File: src/rtl/rgbw_pkg.sv
/*
 * Shared types and constants for the RGBW LED controller.
 * Holds the mode encoding, the byte, frame and duty structs, the
 * frame length, the credit depth and the built-in colour palette.
 * Modules pull it in with a wildcard import in their header.
 */
`default_nettype none

package rgbw_pkg;

    // first byte of every frame
    typedef enum logic [7:0] {
        MODE_OFF     = 8'd0,
        MODE_DIRECT  = 8'd1,
        MODE_PALETTE = 8'd2
    } rgbw_mode_e;

    // one received spi byte
    typedef struct packed {
        logic [7:0] data;
        logic       valid;
        // first byte after cs fell
        logic       first;
    } spi_byte_t;

    // field order follows the byte order on the wire
    typedef struct packed {
        rgbw_mode_e mode;
        logic [7:0] lint;
        logic [7:0] color_idx;
        logic [7:0] red;
        logic [7:0] green;
        logic [7:0] blue;
        logic [7:0] white;
    } rgbw_frame_t;

    typedef struct packed {
        logic [7:0] red;
        logic [7:0] green;
        logic [7:0] blue;
        logic [7:0] white;
    } rgbw_duty_t;

    localparam int FRAME_BYTES = 7;
    // scaler buffer depth, also the credits held after reset
    localparam int FRAME_CREDITS = 2;

    // indexed by color_idx[2:0]
    localparam rgbw_duty_t PALETTE [8] = '{
        '{8'hff, 8'h00, 8'h00, 8'h00},
        '{8'h00, 8'hff, 8'h00, 8'h00},
        '{8'h00, 8'h00, 8'hff, 8'h00},
        '{8'h00, 8'h00, 8'h00, 8'hff},
        '{8'hff, 8'hc0, 8'h00, 8'h00},
        '{8'h00, 8'hc0, 8'hff, 8'h00},
        '{8'hff, 8'h00, 8'hc0, 8'h00},
        '{8'hff, 8'h80, 8'h20, 8'h60}
    };

endpackage

`default_nettype wire
File: src/rtl/rgbw_controller.sv
/*
 * Top level of the RGBW LED controller.
 * SPI receiver, frame deserializer, colour scaler and PWM in a chain.
 * Every received byte is echoed on rx_byte with its rx_valid strobe.
 */
`default_nettype none
`timescale 1ns/1ps

module rgbw_controller
    import rgbw_pkg::*;
#(
    parameter int PWM_PRESC = 1
) (
    input  wire        clk,
    input  wire        rst,
    input  wire        sck,
    input  wire        cs,
    input  wire        mosi,
    output logic [7:0] rx_byte,
    output logic       rx_valid,
    output logic [3:0] pwm
);

    spi_byte_t   rx;
    rgbw_frame_t frame;
    logic        frame_valid;
    logic        credit_return;
    rgbw_duty_t  duty;
    logic        duty_valid;

    // byte echo
    assign rx_byte  = rx.data;
    assign rx_valid = rx.valid;

    spi_byte_rx i_spi_rx (
        .clk  (clk),
        .rst  (rst),
        .sck  (sck),
        .cs   (cs),
        .mosi (mosi),
        .rx   (rx)
    );

    rgbw_frame_deser i_deser (
        .clk           (clk),
        .rst           (rst),
        .rx            (rx),
        .frame         (frame),
        .frame_valid   (frame_valid),
        .credit_return (credit_return)
    );

    color_scaler i_scaler (
        .clk           (clk),
        .rst           (rst),
        .frame         (frame),
        .frame_valid   (frame_valid),
        .credit_return (credit_return),
        .duty          (duty),
        .duty_valid    (duty_valid)
    );

    pwm_gen #(
        .PWM_PRESC (PWM_PRESC)
    ) i_pwm (
        .clk        (clk),
        .rst        (rst),
        .duty       (duty),
        .duty_valid (duty_valid),
        .pwm        (pwm)
    );

endmodule

`default_nettype wire

File: src/rtl/pwm_gen.sv
/*
 * Four-channel PWM with a 256-tick period.
 * A tick comes every PWM_PRESC clk cycles. New duties wait as
 * pending and take effect only at the period wrap.
 * pwm bit 0 is red, then green, blue, white.
 */
`default_nettype none
`timescale 1ns/1ps

module pwm_gen
    import rgbw_pkg::*;
#(
    parameter int PWM_PRESC = 1
) (
    input  wire        clk,
    input  wire        rst,
    input  rgbw_duty_t duty,
    input  wire        duty_valid,
    output logic [3:0] pwm
);

    // at least one bit even when PWM_PRESC is 1
    localparam int PSW = (PWM_PRESC > 1) ? $clog2(PWM_PRESC) : 1;

    logic [PSW-1:0] presc_cnt;
    logic           tick;
    logic [7:0]     cnt;
    logic           wrap;
    rgbw_duty_t     pending;
    rgbw_duty_t     active;

    assign tick = (presc_cnt == PSW'(PWM_PRESC - 1));
    assign wrap = tick && (cnt == 8'hff);

    always_ff @(posedge clk) begin
        if (rst) begin
            presc_cnt <= '0;
            cnt       <= 8'd0;
            pending   <= '0;
            active    <= '0;
            pwm       <= 4'b0000;
        end else begin
            presc_cnt <= tick ? '0 : presc_cnt + 1'b1;
            if (tick) begin
                cnt <= cnt + 8'd1;
            end
            if (duty_valid) begin
                pending <= duty;
            end
            // apply latest duties only between periods
            if (wrap) begin
                active <= pending;
            end
            // high while below duty, so 0 never goes high
            pwm[0] <= (cnt < active.red);
            pwm[1] <= (cnt < active.green);
            pwm[2] <= (cnt < active.blue);
            pwm[3] <= (cnt < active.white);
        end
    end

endmodule

`default_nettype wire

File: src/rtl/color_scaler.sv
/*
 * Colour scaler between the frame deserializer and the PWM block.
 * Buffers up to FRAME_CREDITS frames, scales four channels by
 * intensity on one shared multiplier and strobes the duties out.
 * A credit goes back to the deserializer with each result.
 */
`default_nettype none
`timescale 1ns/1ps

module color_scaler
    import rgbw_pkg::*;
(
    input  wire         clk,
    input  wire         rst,
    input  rgbw_frame_t frame,
    input  wire         frame_valid,
    output logic        credit_return,
    output rgbw_duty_t  duty,
    output logic        duty_valid
);

    localparam int PW = (FRAME_CREDITS > 1) ? $clog2(FRAME_CREDITS) : 1;
    localparam int CW = $clog2(FRAME_CREDITS + 1);

    typedef enum logic [2:0] {IDLE, LOAD, WAIT, STORE, DONE} state_e;

    state_e      state;
    rgbw_frame_t fifo_mem [FRAME_CREDITS];
    logic [PW-1:0] wr_ptr;
    logic [PW-1:0] rd_ptr;
    logic [CW-1:0] fifo_cnt;
    logic          pop;
    rgbw_frame_t head;
    rgbw_duty_t  src;
    logic [1:0]  ch;
    logic [7:0]  op_a;
    logic        mul_ld;
    logic        mul_ready;
    logic [15:0] mul_prod;

    assign head = fifo_mem[rd_ptr];
    assign pop  = (state == DONE);

    // channel source, palette entry or raw frame colour
    always_comb begin
        if (head.mode == MODE_PALETTE) begin
            src = PALETTE[head.color_idx[2:0]];
        end else begin
            src.red   = head.red;
            src.green = head.green;
            src.blue  = head.blue;
            src.white = head.white;
        end
        case (ch)
            2'd0:    op_a = src.red;
            2'd1:    op_a = src.green;
            2'd2:    op_a = src.blue;
            default: op_a = src.white;
        endcase
    end

    assign mul_ld        = (state == LOAD);
    assign duty_valid    = (state == DONE);
    assign credit_return = (state == DONE);

    mult8x8 i_mult (
        .clk     (clk),
        .rst     (rst),
        .ld      (mul_ld),
        .a       (op_a),
        .b       (head.lint),
        .ready   (mul_ready),
        .product (mul_prod)
    );

    always_ff @(posedge clk) begin
        if (rst) begin
            wr_ptr   <= '0;
            rd_ptr   <= '0;
            fifo_cnt <= '0;
        end else begin
            if (frame_valid) begin
                wr_ptr <= (wr_ptr == PW'(FRAME_CREDITS - 1)) ? '0 : wr_ptr + 1'b1;
            end
            if (pop) begin
                rd_ptr <= (rd_ptr == PW'(FRAME_CREDITS - 1)) ? '0 : rd_ptr + 1'b1;
            end
            fifo_cnt <= fifo_cnt + CW'(frame_valid) - CW'(pop);
        end
    end

    always_ff @(posedge clk) begin
        if (frame_valid) begin
            fifo_mem[wr_ptr] <= frame;
        end
    end

    // ten cycles per channel, load + 8 wait + store
    always_ff @(posedge clk) begin
        if (rst) begin
            state <= IDLE;
            ch    <= 2'd0;
            duty  <= '0;
        end else begin
            case (state)
                IDLE: if (fifo_cnt != '0) begin
                    ch <= 2'd0;
                    if (head.mode == MODE_DIRECT || head.mode == MODE_PALETTE) begin
                        state <= LOAD;
                    end else begin
                        // off or unknown mode
                        duty  <= '0;
                        state <= DONE;
                    end
                end
                LOAD:  state <= WAIT;
                WAIT:  if (mul_ready) state <= STORE;
                STORE: begin
                    case (ch)
                        2'd0:    duty.red   <= mul_prod[15:8];
                        2'd1:    duty.green <= mul_prod[15:8];
                        2'd2:    duty.blue  <= mul_prod[15:8];
                        default: duty.white <= mul_prod[15:8];
                    endcase
                    ch    <= ch + 2'd1;
                    state <= (ch == 2'd3) ? DONE : LOAD;
                end
                default: state <= IDLE;
            endcase
        end
    end

    // the credit scheme upstream keeps the buffer from overflowing
    a_no_overflow : assert property (@(posedge clk) disable iff (rst)
        frame_valid |-> (fifo_cnt < CW'(FRAME_CREDITS)))
        else $error("frame arrived with scaler buffer full");

endmodule

`default_nettype wire

File: src/rtl/mult8x8.sv
/*
 * Sequential 8x8 shift-and-add multiplier.
 * Pulse ld with a and b, ready pulses 8 cycles later and product
 * then holds until the next ld.
 */
`default_nettype none
`timescale 1ns/1ps

module mult8x8 (
    input  wire         clk,
    input  wire         rst,
    input  wire         ld,
    input  wire  [7:0]  a,
    input  wire  [7:0]  b,
    output logic        ready,
    output logic [15:0] product
);

    logic [15:0] mcand;
    logic [7:0]  mplier;
    // steps still to go after the load step
    logic [2:0]  step;
    logic        busy;

    always_ff @(posedge clk) begin
        if (rst) begin
            busy  <= 1'b0;
            ready <= 1'b0;
            step  <= 3'd0;
        end else begin
            ready <= 1'b0;
            if (ld) begin
                busy <= 1'b1;
                step <= 3'd7;
            end else if (busy) begin
                step <= step - 3'd1;
                if (step == 3'd1) begin
                    busy  <= 1'b0;
                    ready <= 1'b1;
                end
            end
        end
    end

    // bit 0 of b is handled in the load cycle itself
    always_ff @(posedge clk) begin
        if (ld) begin
            product <= b[0] ? {8'd0, a} : 16'd0;
            mcand   <= {7'd0, a, 1'b0};
            mplier  <= {1'b0, b[7:1]};
        end else if (busy) begin
            if (mplier[0]) begin
                product <= product + mcand;
            end
            mcand  <= mcand << 1;
            mplier <= mplier >> 1;
        end
    end

    a_no_ld_busy : assert property (@(posedge clk) disable iff (rst)
        ld |-> !busy)
        else $error("multiplier loaded while busy");

endmodule

`default_nettype wire

File: src/rtl/rgbw_frame_deser.sv
/*
 * Assembles seven received bytes into one colour frame.
 * A byte flagged first restarts assembly, so short frames are lost.
 * Sends frames to the scaler against credits, with one holding
 * register where a newer frame replaces an unsent one.
 */
`default_nettype none
`timescale 1ns/1ps

module rgbw_frame_deser
    import rgbw_pkg::*;
(
    input  wire         clk,
    input  wire         rst,
    input  spi_byte_t   rx,
    output rgbw_frame_t frame,
    output logic        frame_valid,
    input  wire         credit_return
);

    localparam int CW = $clog2(FRAME_CREDITS + 1);

    logic [2:0]                   byte_cnt;
    logic [(FRAME_BYTES-1)*8-1:0] asm_q;
    logic                         frame_done;
    logic                         avail;
    logic                         send_new;
    logic                         send_hold;
    logic [CW-1:0]                credit_q;
    rgbw_frame_t                  full_frame;
    rgbw_frame_t                  hold_q;
    logic                         hold_valid;

    // last byte of a frame, never a first byte
    assign frame_done = rx.valid && !rx.first && (byte_cnt == 3'(FRAME_BYTES - 1));
    assign full_frame = rgbw_frame_t'({asm_q, rx.data});

    // a credit coming back this cycle can be spent at once
    assign avail     = (credit_q != '0) || credit_return;
    assign send_new  = frame_done && avail;
    assign send_hold = hold_valid && avail && !frame_done;

    always_ff @(posedge clk) begin
        if (rst) begin
            byte_cnt    <= 3'd0;
            credit_q    <= CW'(FRAME_CREDITS);
            hold_valid  <= 1'b0;
            frame_valid <= 1'b0;
        end else begin
            if (rx.valid) begin
                if (rx.first) begin
                    byte_cnt <= 3'd1;
                end else if (frame_done) begin
                    byte_cnt <= 3'd0;
                end else begin
                    byte_cnt <= byte_cnt + 3'd1;
                end
            end
            frame_valid <= send_new || send_hold;
            credit_q    <= credit_q + CW'(credit_return) - CW'(send_new || send_hold);
            // no credit, park it; latest wins
            if (frame_done && !avail) begin
                hold_valid <= 1'b1;
            end else if (send_new || send_hold) begin
                hold_valid <= 1'b0;
            end
        end
    end

    always_ff @(posedge clk) begin
        if (rx.valid) begin
            asm_q <= {asm_q[(FRAME_BYTES-2)*8-1:0], rx.data};
        end
        if (frame_done && !avail) begin
            hold_q <= full_frame;
        end
        if (send_new) begin
            frame <= full_frame;
        end else if (send_hold) begin
            frame <= hold_q;
        end
    end

    // scaler must never hand back more than it was given
    a_credit_max : assert property (@(posedge clk) disable iff (rst)
        credit_q <= CW'(FRAME_CREDITS))
        else $error("credit count above FRAME_CREDITS");

endmodule

`default_nettype wire

File: src/rtl/spi_byte_rx.sv
/*
 * SPI slave receiver, mode 0, MSB first.
 * SCK, CS and MOSI are oversampled on clk through two flops each.
 * Emits a one-cycle byte strobe per eight bits, first marks the
 * opening byte after CS falls.
 */
`default_nettype none
`timescale 1ns/1ps

module spi_byte_rx
    import rgbw_pkg::*;
(
    input  wire       clk,
    input  wire       rst,
    input  wire       sck,
    input  wire       cs,
    input  wire       mosi,
    output spi_byte_t rx
);

    // two-flop synchronizers, bit 1 is the safe side
    logic [1:0] sck_sync;
    logic [1:0] cs_sync;
    logic [1:0] mosi_sync;
    logic       sck_prev;
    logic       sck_rise;
    logic [6:0] shift_q;
    logic [2:0] bit_cnt;
    logic       first_pend;
    logic [7:0] data_q;
    logic       valid_q;
    logic       first_q;

    // rising sck only counts inside a cs window
    assign sck_rise = sck_sync[1] & ~sck_prev & ~cs_sync[1];

    always_ff @(posedge clk) begin
        if (rst) begin
            sck_sync   <= 2'b00;
            cs_sync    <= 2'b11;
            mosi_sync  <= 2'b00;
            sck_prev   <= 1'b0;
            bit_cnt    <= 3'd0;
            first_pend <= 1'b1;
            valid_q    <= 1'b0;
            first_q    <= 1'b0;
        end else begin
            sck_sync  <= {sck_sync[0], sck};
            cs_sync   <= {cs_sync[0], cs};
            mosi_sync <= {mosi_sync[0], mosi};
            sck_prev  <= sck_sync[1];
            valid_q   <= 1'b0;
            if (cs_sync[1]) begin
                // deselected, drop partial bits and re-arm first
                bit_cnt    <= 3'd0;
                first_pend <= 1'b1;
            end else if (sck_rise) begin
                bit_cnt <= bit_cnt + 3'd1;
                if (bit_cnt == 3'd7) begin
                    valid_q    <= 1'b1;
                    first_q    <= first_pend;
                    first_pend <= 1'b0;
                end
            end
        end
    end

    // shift register and byte payload
    always_ff @(posedge clk) begin
        if (sck_rise) begin
            shift_q <= {shift_q[5:0], mosi_sync[1]};
            if (bit_cnt == 3'd7) begin
                data_q <= {shift_q, mosi_sync[1]};
            end
        end
    end

    assign rx.data  = data_q;
    assign rx.valid = valid_q;
    assign rx.first = first_q;

    // mode 0 data settles before the sampled sck edge
    a_mosi_setup : assert property (@(posedge clk) disable iff (rst)
        sck_rise |-> $stable(mosi_sync[1]))
        else $error("mosi changed in the cycle sck rose");

endmodule

`default_nettype wire

File: config.mk
export PLATFORM = sky130hd
export DESIGN_NAME = rgbw_controller
export DESIGN_NICKNAME = d
export VERILOG_FILES = /design/src/rtl/rgbw_pkg.sv /design/src/rtl/rgbw_controller.sv /design/src/rtl/pwm_gen.sv /design/src/rtl/color_scaler.sv /design/src/rtl/mult8x8.sv /design/src/rtl/rgbw_frame_deser.sv /design/src/rtl/spi_byte_rx.sv
export SDC_FILE = /design/constraint.sdc
export NUM_CORES = 1
export LEC_CHECK = 0
export ABC_AREA = 1
export CORE_MARGIN = 5
export CORE_UTILIZATION = 30
export CTS_BUF_LIST = sky130_fd_sc_hd__clkbuf_8
export DETAILED_ROUTE_END_ITERATION = 10
export DONT_BUFFER_PORTS = 1
export GPL_TIMING_DRIVEN = 0
export SYNTH_ARGS = -nofsm -noshare
export SYNTH_HDL_FRONTEND = slang
export SYNTH_SLANG_ARGS = --single-unit
File: constraint.sdc
create_clock -name clk -period 6.25 [get_ports clk]
set_input_delay 0.625 -clock clk [delete_from_list [all_inputs] [get_ports clk]]
set_output_delay 0.625 -clock clk [all_outputs]
set_load 0.02 [all_outputs]
==> results of run 1 <==
[worst max-delay path: cells and delay by family (launching register included)]
family	cells	cell delay, ns
and+or+nand+nor	5	1.37
DFF	1	0.68
buffers and inverters	3	0.31
adders and majority gates	2	0.49
[registers in the layout, indices dropped and copies added, names as in the netlist, 8 cells and up, named ones only]
signal                   flops
i_scaler.fifo_mem          102
i_deser.frame               51
i_deser.hold_q              51
i_deser.asm_q               48
i_pwm.active                32
i_pwm.pending               32
i_scaler.duty               32
i_scaler.i_mult.mcand       15
i_scaler.i_mult.product     15
i_pwm.cnt                    8
i_spi_rx.data_q              8
[power groups by stage]
stage	clock (W)	sequential (W)	combinational, W
2_1_floorplan	0	0.00330	0.000369
3_3_place_gp	0	0.00331	0.000464
3_5_place_dp	0	0.00331	0.000470
4_1_cts	0.00250	0.00325	0.000474
5_1_grt	0.00265	0.00326	0.000547
6_report	0.00240	0.00325	0.000471
[cell type report]
type                            count  area, sq um  area share, %
Tap cell                          782          978           4.67
Clock inverter                     55          282           1.34
Inverter                          207          790           3.77
Buffer                             60          317           1.51
Multi-Input combinational cell    966         5390           25.8
Timing Repair Buffer                6          105          0.502
Antenna cell                        1         2.50         0.0120
Sequential cell                   448        11900           57.0
Clock buffer                       82         1130           5.39
[cell usage in the layout, fill, tap and decap left out, types with 5 or more instances in the layout]
cell / Yosys / layout
clkinvlp_4: 0 / 5
o21ai_0: 102 / 102
or2_2: 12 / 12
nor2_1: 120 / 117
a21oi_1: 124 / 124
o31ai_1: 6 / 6
edfxtp_1: 297 / 297
a31oi_1: 5 / 5
buf_2: 7 / 8
buf_4: 10 / 10
nand3_1: 87 / 87
nand4_1: 5 / 5
clkbuf_1: 37 / 37
mux2_1: 10 / 10
clkbuf_8: 0 / 82
ha_1: 61 / 61
inv_1: 200 / 229
nand2_1: 315 / 315
mux2_2: 41 / 41
nand2_4: 5 / 5
nor3_1: 12 / 12
dfxtp_1: 151 / 150
nand2_2: 6 / 6
buf_12: 0 / 5
mux2i_1: 16 / 16
clkinv_1: 2 / 14
[per-stage QoR]
stage / util, % / cells / area, sq um
2_1_floorplan: - / 1681 / 18400
3_3_place_gp: 32.0 / 2463 / 19400
3_5_place_dp: 32.2 / 2469 / 19500
4_1_cts: 34.6 / 2606 / 20900
5_1_grt: 34.6 / 2607 / 20900
6_report: 34.6 / 2607 / 20900
[cell families (layout without fill, tap and decap cells)]
family | Yosys count | count (layout) | synth area share (%)
DFF | 448 | 448 | 64.8
and+or+nand+nor | 576 | 576 | 13.4
AOI/OAI and AO/OA | 254 | 254 | 7.25
other | 1 | 2 | 0.0204
xor gates and xnor gates | 6 | 6 | 0.285
buffers and inverters | 267 | 410 | 6.00
adders and majority gates | 62 | 62 | 4.25
muxes | 67 | 67 | 3.99
[final timing paths]
kind	startpoint	end	slack [ns]	cells after the start
worst max-delay path	i_spi_rx.valid_q	i_deser.credit_q[1]	3.33	10
worst min-delay path	mosi	i_spi_rx.mosi_sync[0]	0.09	2
worst min register to register	i_spi_rx.sck_sync[0]	i_spi_rx.sck_sync[1]	0.40	2
worst max register to register	i_spi_rx.valid_q	i_deser.credit_q[1]	3.33	10
[per-layer routing]
| layer | wire [microns] | vias to the layer above | global-route usage (%) |
|---|---|---|---|
| li1 | - | 5852 | - |
| met1 | 16500 | 5491 | 13.8 |
| met2 | 17600 | 233 | 18.5 |
| met3 | 1590 | 79 | 2.43 |
| met4 | 946 | 0 | 4.70 |
| met5 | 0 | - | 0 |
==> impl_results.md, run 1 <==
- Via count: 11,655
- Die width: 258 microns
- # port buffers: 0
- Most frequent cells after synthesis: nand2_1 (315), edfxtp_1 (297), inv_1 (200), dfxtp_1 (151), a21oi_1 (124)
- Crit path DAT: 3.48 ns
- Top-count cell post-synth: nand2_1
- Status: complete, no violations
- GRT Residual Overflow: 0
- Ys flop type: edfxtp_1
- Setup slack after layout: 3.33 ns
- Post-route DRC: 0
- GPL Wtd Cong: 0.834
- Core area: 60,600 sq um
- Largest fanout on the critical path: 22
- Clock Latency Late Sink: 0.65 ns
- GRT Total Usage: 11.0%
- CP max stage delay: 0.68 ns
- Cell taking the most area after synthesis: edfxtp_1
- Average size of a mapped cell: 11.0 sq um
- CP endpoint kind: flop
- Hold WC Path Type: input port to flop
- Total Power: 0.00613 W
- Synthesis-stage register bit count: 448
- Largest net degree at the start of global routing: 41
- P per Cell Area: 293 nW/um^2
- Bufs on Longest Clock Path: 3
- Pre-CTS setup slack: 3.29 ns
- Max_slew headroom: 52.2%
- Sequential fraction of design power: 53.1%
- Post-CTS Resized: 0
- Worst VDD drop: 193 uV
- Die area: 66,500 sq um
- Max Fclk: 0.343 GHz
- Final hold violation count: 0
- Clock sinks: 448
- Ys Warns: 0
- # H-tree levels: 3
- LEAKAGE: 8.12 nW
- CTS Hold Bufs: 0
- Switching Fraction: 24.4%
- Worst path required time: 6.82 ns
- Post-CTS Setup Repair Bufs: 0
- Clk network pwr share: 39.2%
- Initial Utilization: 30.4%
- TNS Setup: 0 ns
- DR iter-0 viols: 681
- DR vias/cell: 4.47
- WL/cell: 14.1 microns
- Part of the Yosys area used for sequential elements: 64.8%
- First-pass GRT wire length: 59.9 mm
- Setup CP Type: flop to flop
- Psw: 0.00149 W
- Combinational Power Share: 7.7%
- Height of the die: 258 microns
- # IOs: 18
- Post-Syn Area: 18,400 sq um
- Syn nets: 1,748
- RSZ-0062 raised after global routing: no
- Synth top area share: 48.4%
- DRT antenna net count: 0
- Crit path max-delay cell type: dfxtp_2
- Final setup viols: 0
- Most used cell, CP: inv_1
- Initial antenna violation count: 1
- Number of synthesized flops with an enable pin: 297
- Synth area leaders: edfxtp_1 (48%), dfxtp_1 (16%), nand2_1 (6.4%), ha_1 (4.1%), inv_1 (4.1%)
- Worst slew pin tran: 0.716 ns
- TritonCTS clock tree: done
- FP Rows: 90
- Critical path cell sequence: nand4_1, inv_1, nor2_1, nor2_4, ha_1, inv_1, ha_1, inv_1, or2_2, nand3_1
- DP HPWL: 25.6 mm
- Vias in the first global route: 11,723
- Layout cell share with drive strength beyond 1: 11.5%
- Post-synthesis cell type count: 53
- Clock period minus worst slack: 2.92 ns
- Worst clock skew: 0.0363 ns
- Filler cells: 6,047
- Layout area overhead: 13.7%
- Final wirelength: 36.7 mm
- Cts bufs inserted: 77
- Tcrit/Tclk final: 46.7%
- Max-slew violations: 0
- MaxCap Viol Count: 0
- Final hold slack: 0.0893 ns
- Drt first pass iters: 7
- Root Driver: clkbuf_8
- Post-synth ARST share: 0%
- Final #Nets: 1,833
- Worst setup SP type: flop
- Internal power: 0.00463 W
- Clk slew on worst S/H paths: 0.06 ns
- Synthesized netlist cell count: 1,681
Note: power is estimated with default switching activity, not from simulation.
==> run 2: changes to the inputs <==
==> constraint.sdc (replaced) <==
create_clock -name clk -period 3 [get_ports clk]
set_input_delay 0.3 -clock clk [delete_from_list [all_inputs] [get_ports clk]]
set_output_delay 0.3 -clock clk [all_outputs]
set_load 0.02 [all_outputs]
==> run 2 against run 1 <==
  * Core utilization grew 0.10 points
  * Highest routed layer unchanged
  * Sequential power grew 110%
  * Routed wire length grew 3.0%
==> impl_results.md, run 2 (same netlist as run 1, synthesis figures left out) <==
- Largest net degree at the start of global routing: 39 (was 41)
- Largest fanout on the critical path: 10 (was 22)
- Height of the die: 258 microns (unchanged)
- Final setup viols: 0 (unchanged)
- Register area: 11,900 sq um (about the same)
- Largest regs: i_scaler.fifo_mem: 102 flops, i_deser.frame: 51 flops, i_deser.hold_q: 51 flops (unchanged)
- Largest register FFs: 102 (unchanged)
- # port buffers: 0 (unchanged)
- Final hold violation count: 0 (unchanged)
- Setup CP Type: flop to flop (unchanged)
- Worst VDD drop: 360 uV (was 193 uV)
- Tcrit/Tclk final: 88.0% (was 46.7%)
- Worst setup SP type: flop (unchanged)
- Placed inst area: 19,500 sq um (about the same)
- GPL Wtd Cong: 0.830 (was 0.834)
- Worst slew pin tran: 0.840 ns (was 0.716 ns)
- CP endpoint kind: flop (unchanged)
- Clock sinks: 448 (unchanged)
- MaxCap Viol Count: 0 (unchanged)
- First-pass GRT wire length: 60.8 mm (was 59.9 mm)
- RSZ-0062 raised after global routing: no (unchanged)
- Crit path DAT: 3.19 ns (was 3.48 ns)
- TritonCTS clock tree: done (unchanged)
- # H-tree levels: 3 (unchanged)
- Bufs on Longest Clock Path: 3 (unchanged)
- # IOs: 18 (unchanged)
- Clock Latency Late Sink: 0.64 ns (was 0.65 ns)
- Vias in the first global route: 11,733 (was 11,723)
- Commonest non-fill, non-tap cells in the layout: nand2_1 (315), edfxtp_1 (297), inv_1 (224), dfxtp_1 (150), a21oi_1 (124) (was nand2_1 (315), edfxtp_1 (297), inv_1 (229), dfxtp_1 (150), a21oi_1 (124))
- Root Driver: clkbuf_8 (unchanged)
- Largest delay contributor family on the critical path: buffers and inverters (was simple AND/OR/NAND/NOR gates)
- Stages on worst setup path: 11 (was 10)
- Total Power: 0.0129 W (was 0.00613 W)
- Reg2Reg Depth: 11 (was 10)
- Commonest non-fill, non-tap cell in the layout: nand2_1 (unchanged)
- DR iter-0 viols: 674 (was 681)
- P per Cell Area: 612 nW/um^2 (was 293 nW/um^2)
- Clk slew on worst S/H paths: 0.07 ns (was 0.06 ns)
- Reg2Reg Capture Point: i_scaler.fifo_cnt[1] (was i_deser.credit_q[1])
- FP Rows: 90 (unchanged)
- Final hold slack: 0.145 ns (was 0.0893 ns)
- CP max stage delay: 0.46 ns (was 0.68 ns)
- Die area: 66,500 sq um (unchanged)
- Final #Nets: 1,836 (was 1,833)
- Via count: 11,715 (was 11,655)
- Post-route DRC: 0 (unchanged)
- Final core utilization: 34.7% (was 34.6%)
- Initial Utilization: 30.4% (unchanged)
- Layout area overhead: 14.0% (was 13.7%)
- Crit path max-delay cell type: clkbuf_1 (was dfxtp_2)
- Hold WC Path Type: input port to flop (unchanged)
- Die width: 258 microns (unchanged)
- Status: complete, no violations (unchanged)
- LEAKAGE: 8.13 nW (was 8.12 nW)
- Max Fclk: 0.379 GHz (was 0.343 GHz)
- CP endpoint: i_scaler.fifo_cnt[1] (was i_deser.credit_q[1])
- Initial antenna violation count: 1 (unchanged)
- Core area: 60,600 sq um (unchanged)
- Reg with most FFs: i_scaler.fifo_mem (unchanged)
- GRT Total Usage: 11.3% (was 11.0%)
- Clock period minus worst slack: 2.64 ns (was 2.92 ns)
- Max_slew headroom: 43.7% (was 52.2%)
- Final wirelength: 37.8 mm (was 36.7 mm)
- Drt first pass iters: 5 (was 7)
- DP HPWL: 26.1 mm (was 25.6 mm)
- Pre-CTS setup slack: -0.365 ns (was 3.29 ns)
- Filler cells: 6,042 (was 6,047)
- Cts bufs inserted: 74 (was 77)
- CP bufs+invs: 4 (was 3)
- Setup slack after layout: 0.360 ns (was 3.33 ns)
- Max-slew violations: 0 (unchanged)
- Area taken by multi-input logic gates: 5410 sq um (was 5390 sq um)
- RR Startpoint: i_scaler.state[0] (was i_spi_rx.valid_q)
- Critical path cell sequence: nor2_1, inv_1, nor2_2, clkbuf_1, clkbuf_1, ha_1, inv_1, ha_1, xor2_1, o21ai_0, a21oi_1 (was nand4_1, inv_1, nor2_1, nor2_4, ha_1, inv_1, ha_1, inv_1, or2_2, nand3_1)
- Layout cell share with drive strength beyond 1: 11.7% (was 11.5%)
- DRT antenna net count: 0 (unchanged)
- GRT Residual Overflow: 0 (unchanged)
- R2R Setup Slk: 0.36 ns (was 3.33 ns)
- CP Launch Point: i_scaler.state[0] (was i_spi_rx.valid_q)
- Finished Cell Area: 21,000 sq um (was 20,900 sq um)
- Worst clock skew: 0.0417 ns (was 0.0363 ns)
- Worst path required time: 3.55 ns (was 6.82 ns)
- DR vias/cell: 4.49 (was 4.47)
- Post-CTS Resized: 0 (unchanged)
- WL/cell: 14.5 microns (was 14.1 microns)
==> run 2: worst min path at each step <==
stage,from,end,slack [ns],cells past startpoint
finish,rst,i_scaler.i_mult.busy,0.14,2
global route,rst,i_scaler.i_mult.busy,0.12,2
CTS,rst,i_scaler.i_mult.busy,0.09,2
detailed placement,i_spi_rx.cs_sync[0],i_spi_rx.cs_sync[1],0.40,1
global placement,i_spi_rx.sck_sync[0],i_spi_rx.sck_sync[1],0.40,2
floorplan,i_spi_rx.mosi_sync[0],i_spi_rx.mosi_sync[1],0.39,2
==> run 2: area by class of cell <==
cell class	count	area share, %
Inverter	207	3.76
Antenna cell	1	0.0119
Sequential cell	448	56.9
Buffer	60	1.51
Clock inverter	51	1.46
Tap cell	782	4.66
Timing Repair Buffer	11	0.739
Clock buffer	80	5.24
Multi-Input combinational cell	967	25.7
==> run 2: routing by layer <==
| metal | routed length, microns | part of all wire [%] | GRT usage [%] | vias up |
|---|---|---|---|---|
| met5 | 0 | 0 | 0 | - |
| met4 | 958 | 2.5 | 4.63 | 0 |
| met3 | 1500 | 4.0 | 2.34 | 71 |
| met2 | 18500 | 49 | 19.2 | 206 |
| met1 | 16900 | 45 | 14.1 | 5571 |
| li1 | - | - | - | 5867 |
==> run 2: where the power goes <==
group / internal [W] / switching (W) / total, W
Sequential: 0.00669 / 0.0000817 / 0.00677
Combinational: 0.000346 / 0.000648 / 0.000994
Clock: 0.00272 / 0.00237 / 0.00509
==> run 2: through the flow <==
step,instances,setup TNS [ns]
2_1_floorplan,1681,0
4_1_cts,2604,0
3_5_place_dp,2467,-0.559
6_report,2607,0
5_1_grt,2607,0
3_3_place_gp,2463,-50.62
==> run 2: what timing repair did <==
action / 4_1_cts / 5_1_grt
hold buffers: 4 / 0
setup buffers: 1 / 2
hold endpoints to repair: 8 / 0
setup endpoints to repair: 2 / 1
gates cloned: 1 / 0
pin swaps: 1 / 1
==> run 3: changes to the inputs <==
--- a/config.mk
+++ b/config.mk
@@ -11,7 +11,6 @@
 export CTS_BUF_LIST = sky130_fd_sc_hd__clkbuf_8
 export DETAILED_ROUTE_END_ITERATION = 10
 export DONT_BUFFER_PORTS = 1
-export GPL_TIMING_DRIVEN = 0
 export SYNTH_ARGS = -nofsm -noshare
 export SYNTH_HDL_FRONTEND = slang
 export SYNTH_SLANG_ARGS = --single-unit
==> run 3 against run 2 <==
  * Routed wire length shrank 6.8%
  * Die area is the same
  * Combinational power shrank 7.0%
  * Non-clock buffer count shrank 51
  * Largest power group unchanged
  * Critical endpoint is now i_scaler.i_mult.product[6]
==> impl_results.md, run 3 (same netlist as run 1, synthesis figures left out) <==
- Filler cells: 5,986 (was 6,042)
- GRT Residual Overflow: 0 (unchanged)
- Final setup viols: 0 (unchanged)
- Worst VDD drop: 508 uV (was 360 uV)
- RSZ-0062 raised after global routing: no (unchanged)
- Initial antenna violation count: 2 (was 1)
- MaxCap Viol Count: 0 (unchanged)
- Root Driver: clkbuf_8 (unchanged)
- Largest delay contributor family on the critical path: simple AND/OR/NAND/NOR gates (was buffers and inverters)
- Setup CP Type: flop to flop (unchanged)
- Critical path cell sequence: inv_8, nand2_2, nand2_2, nor2_8, nand3_4, inv_1, nor2_1, nor2_1, nor2_1, nand3_1, nand2_1 (was nor2_1, inv_1, nor2_2, clkbuf_1, clkbuf_1, ha_1, inv_1, ha_1, xor2_1, o21ai_0, a21oi_1)
- Status: complete, no violations (unchanged)
- Worst slew pin tran: 0.795 ns (was 0.840 ns)
- Largest net degree at the start of global routing: 70 (was 39)
- TritonCTS clock tree: done (unchanged)
- Met3 usage: 2.30% (was 2.34%)
- First-pass GRT wire length: 58.4 mm (was 60.8 mm)
- Clock sinks: 448 (unchanged)
- Internal power: 0.00999 W (was 0.00976 W)
- Height of the die: 258 microns (unchanged)
- Max Fclk: 0.436 GHz (was 0.379 GHz)
- DR iter-0 viols: 540 (was 674)
- Final core utilization: 34.5% (was 34.7%)
- Vias in the first global route: 11,477 (was 11,733)
- Reg with most FFs: i_scaler.fifo_mem (unchanged)
- Via count: 11,329 (was 11,715)
- Finished Cell Area: 20,900 sq um (was 21,000 sq um)
- Hold WC Path Type: input port to flop (unchanged)
- TNS Setup: 0 ns (unchanged)
- Final hold violation count: 0 (unchanged)
- Post-route DRC: 0 (unchanged)
- Clock period minus worst slack: 2.29 ns (was 2.64 ns)
- Worst path required time: 3.35 ns (was 3.55 ns)
- Core area: 60,600 sq um (unchanged)
- LEAKAGE: 8.13 nW (about the same)
- HP Start: rst (unchanged)
- Initial Utilization: 30.4% (unchanged)
- Clock Latency Late Sink: 0.63 ns (was 0.64 ns)
- CP max stage delay: 0.59 ns (was 0.46 ns)
- Met1 layer usage reported by global route: 13.8% (was 14.1%)
- Cts bufs inserted: 79 (was 74)
- Switching Fraction: 23.5% (was 24.1%)
- FP Rows: 90 (unchanged)
- Tcrit/Tclk final: 76.4% (was 88.0%)
- Post-CTS Resized: 0 (unchanged)
- Worst setup SP type: flop (unchanged)
- Max-slew violations: 0 (unchanged)
- Crit path DAT: 2.64 ns (was 3.19 ns)
- Worst clock skew: 0.0290 ns (was 0.0417 ns)
- Layout cell share with drive strength beyond 1: 11.9% (was 11.7%)
- Clk network pwr share: 41.1% (was 39.6%)
- Commonest non-fill, non-tap cells in the layout: nand2_1 (314), edfxtp_1 (297), inv_1 (225), dfxtp_1 (149), a21oi_1 (124) (was nand2_1 (315), edfxtp_1 (297), inv_1 (224), dfxtp_1 (150), a21oi_1 (124))
- Register area: 11,900 sq um (about the same)
- # H-tree levels: 3 (unchanged)
- Die area: 66,500 sq um (unchanged)
- Final #Nets: 1,789 (was 1,836)
- GRT Total Usage: 10.7% (was 11.3%)
- Placed inst area: 19,300 sq um (was 19,500 sq um)
- Die width: 258 microns (unchanged)
- Largest regs: i_scaler.fifo_mem: 102 flops, i_deser.frame: 51 flops, i_deser.hold_q: 51 flops (unchanged)
- DR vias/cell: 4.42 (was 4.49)
- WL/cell: 13.8 microns (was 14.5 microns)
- Sequential fraction of design power: 51.9% (was 52.7%)
- CP endpoint kind: flop (unchanged)
- Post-CTS Setup Repair Bufs: 0 (was 1)
- # port buffers: 0 (unchanged)
- P per Cell Area: 625 nW/um^2 (was 612 nW/um^2)
- DRT antenna net count: 0 (unchanged)
- Layout area overhead: 13.4% (was 14.0%)
- DP HPWL: 23.1 mm (was 26.1 mm)
- Bufs on Longest Clock Path: 3 (unchanged)
- Area taken by multi-input logic gates: 5400 sq um (was 5410 sq um)
- Combinational Power Share: 7.1% (was 7.7%)
- Most used cell, CP: nor2_1
- GPL Wtd Cong: 0.841 (was 0.830)
- CTS Hold Bufs: 6 (was 4)
- Psw: 0.00308 W (was 0.00310 W)
- Crit path max-delay cell type: dfxtp_2 (was clkbuf_1)
- M2 GR Usage: 17.2% (was 19.2%)
- Largest fanout on the critical path: 35 (was 10)
- # IOs: 18 (unchanged)
- Commonest non-fill, non-tap cell in the layout: nand2_1 (unchanged)
- CP bufs+invs: 2 (was 4)
- Max_slew headroom: 47.0% (was 43.7%)
- Clk slew on worst S/H paths: 0.06 ns (was 0.07 ns)
- Largest register FFs: 102 (unchanged)
- Final wirelength: 35.3 mm (was 37.8 mm)
- Drt first pass iters: 5 (unchanged)
- Top Usage Layer GRT: met2 (unchanged)
-- run 3: final timing paths --
path,end,slack [ns],depth (start not counted)
worst max register to register,i_scaler.i_mult.product[6],0.71,11
worst max-delay path,i_scaler.i_mult.product[6],0.71,11
worst min-delay path,i_scaler.duty[4],0.18,3
worst min register to register,i_spi_rx.data_q[7],0.41,0
-- run 3: stage by stage --
step	hold slack [ns]	std cells	total power [W]	setup WS [ns]
3_3_place_gp	0.374	2417	0.00779	0.755
5_1_grt	0.179	2561	0.0137	0.456
6_report	0.181	2562	0.0131	0.709
4_1_cts	0.123	2560	0.0133	0.722
2_1_floorplan	0.388	1681	0.00764	0.0357
3_5_place_dp	0.380	2417	0.00782	0.724
-- run 3: layer usage --
layer  vias to the layer above  share of wire [%]
li1                       5758                  -
met3                        68                4.2
met5                         -                  0
met4                         0                3.0
met2                       182                 47
met1                      5321                 46
-- run 3: tightest hold or removal path: stages --
cell and delay (ns):
inv_2 0.24, nand2_1 0.16, nor2_1 0.03
-- run 3: final cells by class --
type                            instances  area share [%]
Sequential cell                       448            57.2
Multi-Input combinational cell        966            25.9
Clock buffer                           96            6.32
Tap cell                              782            4.68
Inverter                              207            3.78
Clock inverter                         41            1.08
Timing Repair Buffer                   20            1.08
Antenna cell                            2          0.0240
-- run 3: power groups by stage --
stage / clock network, W / logic [W] / registers [W]
after detailed placement: 0 / 0.000913 / 0.00691
after global routing: 0.00587 / 0.00108 / 0.00679
after global placement: 0 / 0.000890 / 0.00690
after CTS: 0.00556 / 0.000936 / 0.00678
final: 0.00536 / 0.000924 / 0.00678
after floorplan: 0 / 0.000768 / 0.00687
